==> config.mk <==
export PLATFORM = sky130hd
export DESIGN_NAME = core_control_top
export DESIGN_NICKNAME = d
export VERILOG_FILES = /design/src/bridge_pkg.sv /design/src/control_pkg.sv /design/src/bridge_decode.sv /design/src/core_reset_timer.sv /design/src/control_panel_mapper.sv /design/src/bridge_readback.sv /design/src/core_control_top.sv
export SDC_FILE = /design/constraint.sdc
export NUM_CORES = 1
export LEC_CHECK = 0
export ABC_AREA = 1
export BUFFER_PORTS_ARGS = -buffer_cell sky130_fd_sc_hd__buf_4
export CORE_MARGIN = 2
export CORE_UTILIZATION = 30
export CTS_CLUSTER_SIZE = 28
export DETAILED_ROUTE_END_ITERATION = 10
export MAX_ROUTING_LAYER = met4
export SETUP_SLACK_MARGIN = 0.02
export SLEW_MARGIN = 20
export SYNTH_ARGS = -nofsm -noshare
export SYNTH_HDL_FRONTEND = slang
export SYNTH_HIERARCHICAL = 1
export SYNTH_SLANG_ARGS = --single-unit
==> constraint.sdc <==
create_clock -name clk_74a -period 3.15 [get_ports clk_74a]
set_input_delay 0.315 -clock clk_74a [delete_from_list [all_inputs] [get_ports clk_74a]]
set_output_delay 0.315 -clock clk_74a [all_outputs]
set_load 0.01 [all_outputs]
==> src/bridge_pkg.sv <==
/*
 * bridge bus register map and core hold length
 * bridge request struct for one bus cycle
 * dip bank and configuration register structs
 */

package bridge_pkg;

    ////////////////////////////////////////////////////////////////////////////
    // register map

    // core reset command, write only strobe, reads back core run
    localparam logic [31:0] bridge_addr_reset    = 32'hF000_0000;
    // dip switch bank, a write also restarts the core
    localparam logic [31:0] bridge_addr_dip      = 32'hF100_0000;
    // core mode selection word
    localparam logic [31:0] bridge_addr_mode     = 32'hF200_0000;
    // scanline word, low nibble is the level
    localparam logic [31:0] bridge_addr_scanline = 32'hF300_0000;

    // default core hold after a reset command, in clk_74a cycles
    localparam logic [31:0] reset_hold_cycles = 32'd8000;

    ////////////////////////////////////////////////////////////////////////////
    // bus and register types

    // one bridge cycle, rd and wr are single cycle strobes
    typedef struct packed {
        logic [31:0] addr;
        logic        rd;
        logic        wr;
        logic [31:0] wr_data;
    } bridge_req_t;

    // dip word as written by the host, dsw0 in the low byte
    typedef struct packed {
        logic [7:0] spare;
        logic [7:0] dsw2;
        logic [7:0] dsw1;
        logic [7:0] dsw0;
    } dip_bank_t;

    // full configuration seen by the core
    typedef struct packed {
        dip_bank_t   dip;
        logic [31:0] mode;
        logic [31:0] scanline;
        logic [3:0]  scanline_level;
    } cfg_regs_t;

endpackage

==> src/control_pkg.sv <==
/*
 * controller key bitmap positions
 * player count and key word array
 * active-low control panel word
 */

package control_pkg;

    // bit positions in a controller key word
    localparam int key_up     = 0;
    localparam int key_down   = 1;
    localparam int key_left   = 2;
    localparam int key_right  = 3;
    localparam int key_face_b = 5;
    localparam int key_face_y = 7;
    localparam int key_select = 14;
    localparam int key_start  = 15;

    // players merged into the panel
    localparam int num_players = 2;

    // key words, index 0 is player one
    typedef logic [num_players-1:0][31:0] pad_keys_t;

    ////////////////////////////////////////////////////////////////////////////
    // control panel, low means pressed

    typedef struct packed {
        logic coin;
        logic start2;
        logic start1;
        logic shoot2;
        logic shoot;
        logic up;
        logic down;
        logic left;
        logic right;
    } ctrl_panel_t;

endpackage

==> src/bridge_decode.sv <==
/*
 * bridge write decode
 * holds dip, mode and scanline registers
 * issues the core reset command strobe
 */

`timescale 1ns/100ps

module bridge_decode
    import bridge_pkg::*;
(
    input  logic        clk_74a,
    input  logic        temp_reset,
    input  bridge_req_t bridge_req,
    output cfg_regs_t   cfg,
    output logic        core_reset_cmd
);

    // address matches, only meaningful with a write strobe
    logic hit_reset;
    logic hit_dip;
    logic hit_mode;
    logic hit_scanline;

    assign hit_reset    = bridge_req.wr && (bridge_req.addr == bridge_addr_reset);
    assign hit_dip      = bridge_req.wr && (bridge_req.addr == bridge_addr_dip);
    assign hit_mode     = bridge_req.wr && (bridge_req.addr == bridge_addr_mode);
    assign hit_scanline = bridge_req.wr && (bridge_req.addr == bridge_addr_scanline);

    ////////////////////////////////////////////////////////////////////////////
    // configuration registers

    always_ff @(posedge clk_74a) begin
        if (temp_reset) begin
            cfg <= '0;
        end else begin
            if (hit_dip) begin
                cfg.dip <= dip_bank_t'(bridge_req.wr_data);
            end
            if (hit_mode) begin
                cfg.mode <= bridge_req.wr_data;
            end
            // level nibble kept alongside the full word
            if (hit_scanline) begin
                cfg.scanline       <= bridge_req.wr_data;
                cfg.scanline_level <= bridge_req.wr_data[3:0];
            end
        end
    end

    ////////////////////////////////////////////////////////////////////////////
    // reset command

    // one cycle strobe after a reset or dip write
    always_ff @(posedge clk_74a) begin
        if (temp_reset) begin
            core_reset_cmd <= 1'b0;
        end else begin
            core_reset_cmd <= hit_reset || hit_dip;
        end
    end

endmodule

==> src/core_reset_timer.sv <==
/*
 * core hold timer
 * down-counter reloaded by reset commands and temp_reset
 */

`timescale 1ns/100ps

module core_reset_timer
    import bridge_pkg::*;
#(
    parameter logic [31:0] hold_cycles = reset_hold_cycles
) (
    input  logic clk_74a,
    input  logic temp_reset,
    input  logic core_reset_cmd,
    output logic core_run
);

    // remaining hold cycles
    logic [31:0] hold_count;

    // reload on either source, a command mid-hold restarts the count
    // core runs on the first edge that sees zero
    // so run stays low for hold_cycles+1 cycles
    always_ff @(posedge clk_74a) begin
        if (temp_reset || core_reset_cmd) begin
            hold_count <= hold_cycles;
            core_run   <= 1'b0;
        end else if (hold_count == 32'd0) begin
            core_run <= 1'b1;
        end else begin
            hold_count <= hold_count - 32'd1;
            core_run   <= 1'b0;
        end
    end

endmodule

==> src/control_panel_mapper.sv <==
/*
 * controller to control panel mapping
 * merges both players and registers the active-low word
 */

`timescale 1ns/100ps

module control_panel_mapper
    import control_pkg::*;
(
    input  logic        clk_74a,
    input  logic        temp_reset,
    input  pad_keys_t   pad_keys,
    output ctrl_panel_t panel
);

    // merged panel, high means pressed
    ctrl_panel_t pressed;

    ////////////////////////////////////////////////////////////////////////////
    // player merge

    always_comb begin
        pressed = '0;
        // shared controls, any player
        for (int p = 0; p < num_players; p++) begin
            pressed.up     |= pad_keys[p][key_up];
            pressed.down   |= pad_keys[p][key_down];
            pressed.left   |= pad_keys[p][key_left];
            pressed.right  |= pad_keys[p][key_right];
            pressed.shoot  |= pad_keys[p][key_face_b];
            pressed.shoot2 |= pad_keys[p][key_face_y];
            pressed.coin   |= pad_keys[p][key_select];
        end
        // start buttons stay per player
        pressed.start1 = pad_keys[0][key_start];
        pressed.start2 = pad_keys[1][key_start];
    end

    // inverted and registered, idle panel is all ones
    always_ff @(posedge clk_74a) begin
        if (temp_reset) begin
            panel <= '1;
        end else begin
            panel <= ctrl_panel_t'(~pressed);
        end
    end

endmodule

==> src/bridge_readback.sv <==
/*
 * bridge register read-back
 * one cycle read buffer and address-selected read data
 */

`timescale 1ns/100ps

module bridge_readback
    import bridge_pkg::*;
(
    input  logic        clk_74a,
    input  logic        temp_reset,
    input  bridge_req_t bridge_req,
    input  cfg_regs_t   cfg,
    input  logic        core_run,
    output logic [31:0] bridge_rd_data
);

    logic [31:0] rd_buffer;
    // present address is one of the four registers
    logic        addr_known;

    assign addr_known = (bridge_req.addr == bridge_addr_reset)
                     || (bridge_req.addr == bridge_addr_dip)
                     || (bridge_req.addr == bridge_addr_mode)
                     || (bridge_req.addr == bridge_addr_scanline);

    ////////////////////////////////////////////////////////////////////////////
    // read buffer, loaded on the read strobe

    always_ff @(posedge clk_74a) begin
        if (temp_reset) begin
            rd_buffer <= '0;
        end else if (bridge_req.rd) begin
            case (bridge_req.addr)
                // reset register reports core run in bit 0
                bridge_addr_reset:    rd_buffer <= {31'd0, core_run};
                bridge_addr_dip:      rd_buffer <= cfg.dip;
                bridge_addr_mode:     rd_buffer <= cfg.mode;
                bridge_addr_scanline: rd_buffer <= cfg.scanline;
                default:              rd_buffer <= '0;
            endcase
        end
    end

    // reader holds the address one more cycle
    // unlisted addresses read zero
    assign bridge_rd_data = addr_known ? rd_buffer : 32'd0;

endmodule

==> src/core_control_top.sv <==
/*
 * core control path top level
 * bridge decode, reset timer, panel mapper and read-back
 */

`timescale 1ns/100ps

module core_control_top
    import bridge_pkg::*;
    import control_pkg::*;
#(
    parameter logic [31:0] hold_cycles = reset_hold_cycles
) (
    input  logic        clk_74a,
    input  logic        temp_reset,
    input  bridge_req_t bridge_req,
    input  pad_keys_t   pad_keys,
    output logic [31:0] bridge_rd_data,
    output cfg_regs_t   cfg,
    output logic        core_run,
    output ctrl_panel_t panel
);

    // decode to timer strobe
    logic core_reset_cmd;

    ////////////////////////////////////////////////////////////////////////////
    // bridge writes and core hold

    bridge_decode bridge_decode_inst (
        .clk_74a        (clk_74a),
        .temp_reset     (temp_reset),
        .bridge_req     (bridge_req),
        .cfg            (cfg),
        .core_reset_cmd (core_reset_cmd)
    );

    core_reset_timer #(
        .hold_cycles (hold_cycles)
    ) core_reset_timer_inst (
        .clk_74a        (clk_74a),
        .temp_reset     (temp_reset),
        .core_reset_cmd (core_reset_cmd),
        .core_run       (core_run)
    );

    ////////////////////////////////////////////////////////////////////////////
    // controls and read-back

    control_panel_mapper control_panel_mapper_inst (
        .clk_74a    (clk_74a),
        .temp_reset (temp_reset),
        .pad_keys   (pad_keys),
        .panel      (panel)
    );

    bridge_readback bridge_readback_inst (
        .clk_74a        (clk_74a),
        .temp_reset     (temp_reset),
        .bridge_req     (bridge_req),
        .cfg            (cfg),
        .core_run       (core_run),
        .bridge_rd_data (bridge_rd_data)
    );

endmodule

==> run summary <==
The logs give 45.0% for the clock power share and 17 for the number of CTS-inserted buffers. The proportion of synthesized flip-flops having asynchronous set or reset is 0%. The number of enable-type register cells in the synthesized netlist is 0. The number of cell instances on the worst register-to-register path came out at 9.

For this design, the sink count on the clock tree is 171. The worst setup path is launched from an input port. In this run the count of I/O pins placed on the die edge is 274. The die covers 30,480 um^2. The tools report the number of global-route vias before repair as 8,419. For the max-cap check violation count, the log shows 0.

Summed over all layers, the routed wires come to 29,610 um. Cells with a size suffix above 1 make up 21.02% of the layout. The run gives 1,685 as the count of nets after finishing. The clock tree root buffer cell was sky130_fd_sc_hd__clkbuf_16.

The tools report the number of warnings printed during yosys synthesis as 6. The critical path goes through buf_4 > nor2_1 > nand2_1 > nor2_2 > nand2_4 > nor2_1 > nor2_1 > nand2_1 > inv_2 > nor2_1 > buf_4. Summed over all layers, the global routing overflow is 0. Grouping stages by cell kind, the critical path spends the most delay in simple AND/OR/NAND/NOR gates. Cell with the largest stage delay on the worst path: sky130_fd_sc_hd__inv_2.

The run gives 2 as the number of buffers on the longest clock path. Counting instances, the worst hold path has a depth of 2. The count of final max-slew check failures was 0; the power share of the sequential group was 47.1%. Synthesized area per cell: 6.420 um^2. The arrival time at the worst endpoint was 1.94 ns; the total power density per cell area was 420.9 nW/um^2. Once the clock tree was built, the setup fixing pass inserted 0 buffers.

The y dimension of the die came out at 174.6 um. The internal power of the cells was 0.003449 W; the worst-path maximum fanout was 32. Fill cells in the final layout number 3,157. Setup violations remaining at the end of the flow were counted as 0.

The logs give 444.4 MHz for the top achievable clock speed and 0 for the post-cts resize count. The first detailed-routing pass ran for 5 iterations. The tools report the cell leakage power as 4.879 nW.

The library cells used most frequently in the layout, excluding fill and tap cells, are sky130_fd_sc_hd__nand2_1 (390), sky130_fd_sc_hd__nor2_1 (351), sky130_fd_sc_hd__buf_4 (240). For the sum of negative setup slack, the log shows 0 ns. In the final routed layout, each cell accounts on average for 15.19 um.

The power spent charging and discharging nets was 0.001231 W; the placement row count was 62. The start-to-end type of the worst setup path was input port to output pin. At the pin with the least slew margin, the transition time is 0.7890 ns.

The global-route wire length before repair is 46,020 um, and the placed cell area is 10,540 um^2. The most frequent cell on the critical path is sky130_fd_sc_hd__nor2_1. The critical path contains buffers and inverters numbering 3 combined. The run gives 501 as the detailed router's first-iteration violation count.

The tightest hold margin is 0.04811 ns. The clock reaches the later pin of the worst-skew pair after 0.43 ns. The clock transition at the registers of the reported paths was 0.07 ns; the relative contribution of combinational cells to total power was 7.9%. For this run, the leading register cell type out of synthesis is sky130_fd_sc_hd__dfxtp_1.

The initial antenna violation count came out at 0. Setup repair after global routing left no endpoint under its margin. Detailed placement ended at an HPWL of 19,890 um. Summing the sequential cell areas from Yosys gives 39.21% of the chip area. The largest stage delay on the critical path was 0.28 ns; the instance count of the mapped netlist was 1,360.

The run gives 1,493 as the synthesized net count. The routed design could run at a clock period as short as 2.250 ns. The maximum number of pins on one net before global-route repair is 65. STA classifies the critical path endpoint as an output pin. After floorplanning, the core was sized to cover 28,700 um^2. In this run the cell area of the synthesized design comes to 8731 um^2.

Using the TritonRoute via totals, the vias-per-cell ratio works out to 4.552. The clock tree synthesis step divided the H-tree into 4 levels. In this run the worst hold path is classified as input port to register.

In this run the register-to-register setup slack is 1.27 ns. The x dimension of the die was 174.6 um; the flip-flop and latch count after synthesis was 171. Detailed routing inserted a total of 8,872 vias.

Compared with the post-synthesis result, the final layout area differs by 27.37%. For the worst setup path, the data required time is 2.83 ns. Across every metal layer, demand over resource in global routing totals 19.89%. The repair_antennas step left the layout with diodes totalling 0.

The run gives 0.3136 mV as the peak supply drop. TritonCTS built the clock tree. Measured against its own limit, the worst slew margin works out to 47.40%.

The number of library cell types mapped by synthesis came out at 30. During placement, the flow inserted port buffers numbering 225. The number of stages on the worst setup path is 11, and the switching share of total power is 26.30%. The number of hold buffers added after CTS was 0. Once the floorplan was initialized, standard cells occupied 30.42% of the core. After layout, the worst path uses 71.43% of the clock period.

The tools report the count of antenna-violating nets left after detailed routing as 0. After detailed routing, the number of remaining DRC violations is 0. The run gives 0 as the final number of hold-violating endpoints.

After routing the design area is 11,120 um^2. On the final layout, the worst clock skew is 0.01137 ns. At the end of routability-driven placement, the weighted congestion stood at 0.9378. The most common library cell in the layout ignoring fill and taps is sky130_fd_sc_hd__nand2_1. The run finished with clean final reports.
[area by class of cell]
cell class / count / area (um^2) / share of cell area (%)
inverters: 112 / 422.9 / 3.803
flip-flops and latches: 171 / 3423 / 30.78
well taps: 384 / 480.5 / 4.320
multi-input cells: 1009 / 4390 / 39.48
clock buffers: 18 / 429.2 / 3.859
repair buffers: 241 / 1822 / 16.38
clock inverters: 14 / 152.6 / 1.373
[cells by family after synthesis]
| family | after synthesis | share of synthesized area (%) |
|---|---|---|
| and+or+nand+nor | 939 | 45.30 |
| adders and majority gates | 1 | 0.1433 |
| xor gates and xnor gates | 8 | 0.8026 |
| AOI/OAI and AO/OA | 61 | 4.041 |
| buffers and inverters | 180 | 10.50 |
| DFF | 171 | 39.21 |
[per-stage QoR]
stage / power [W] / cells / utilization, % / worst slack [ns]
4_1_cts: 0.004729 / 1949 / 38.74 / 0.9082
3_3_place_gp: 0.002619 / 1917 / 36.72 / 0.9037
3_5_place_dp: 0.002625 / 1917 / 36.72 / 0.9125
2_1_floorplan: 0.002455 / 1360 / - / 1.444
6_report: 0.004680 / 1949 / 38.74 / 0.9000
5_1_grt: 0.004874 / 1949 / 38.74 / 0.7188
[registers in the layout, summed over array words and instances, names as in the netlist]
signal and flops:
core_reset_timer_inst/core_run 1, bridge_readback_inst/rd_buffer 32, bridge_decode_inst/cfg 96, core_reset_timer_inst/hold_count 32, bridge_decode_inst/core_reset_cmd 1, control_panel_mapper_inst/panel 9
[synthesized netlist by cell type (all sizes together), types with 2 or more instances]
cell type  count  area share, %
xnor2          8           0.80
nand2        406             18
nand4         11           0.79
dfxtp        171             39
o21ai         21            1.2
buf           59            5.3
clkbuf         9           0.39
a211oi         4           0.34
inv          111            4.8
nor3           2           0.11
a21oi         36            2.5
nor2         372             18
nand3        147            8.6
[power by group through the flow]
| stage | clock network (W) | logic (W) | registers [W] |
|---|---|---|---|
| 2_1_floorplan | 0 | 0.000203 | 0.00225 |
| 3_3_place_gp | 0 | 0.000368 | 0.00225 |
| 3_5_place_dp | 0 | 0.000374 | 0.00225 |
| 4_1_cts | 0.00215 | 0.000374 | 0.00220 |
| 5_1_grt | 0.00226 | 0.000412 | 0.00220 |
| 6_report | 0.00211 | 0.000371 | 0.00220 |
[routing by layer]
layer	GRT usage, %	wire length [um]
met3	5.505	2013
met1	23.81	13040
met5	-	0
met4	4.306	257
met2	33.45	14300
[worst paths after layout]
kind                                       start                              endpoint
max                               bridge_req[37]                     bridge_rd_data[6]
min                                 pad_keys[47]    control_panel_mapper_inst/panel[7]
max reg2reg  core_reset_timer_inst/hold_count[0]  core_reset_timer_inst/hold_count[12]
min reg2reg   bridge_readback_inst/rd_buffer[26]    bridge_readback_inst/rd_buffer[26]
Note: power is estimated with default switching activity, not from simulation.
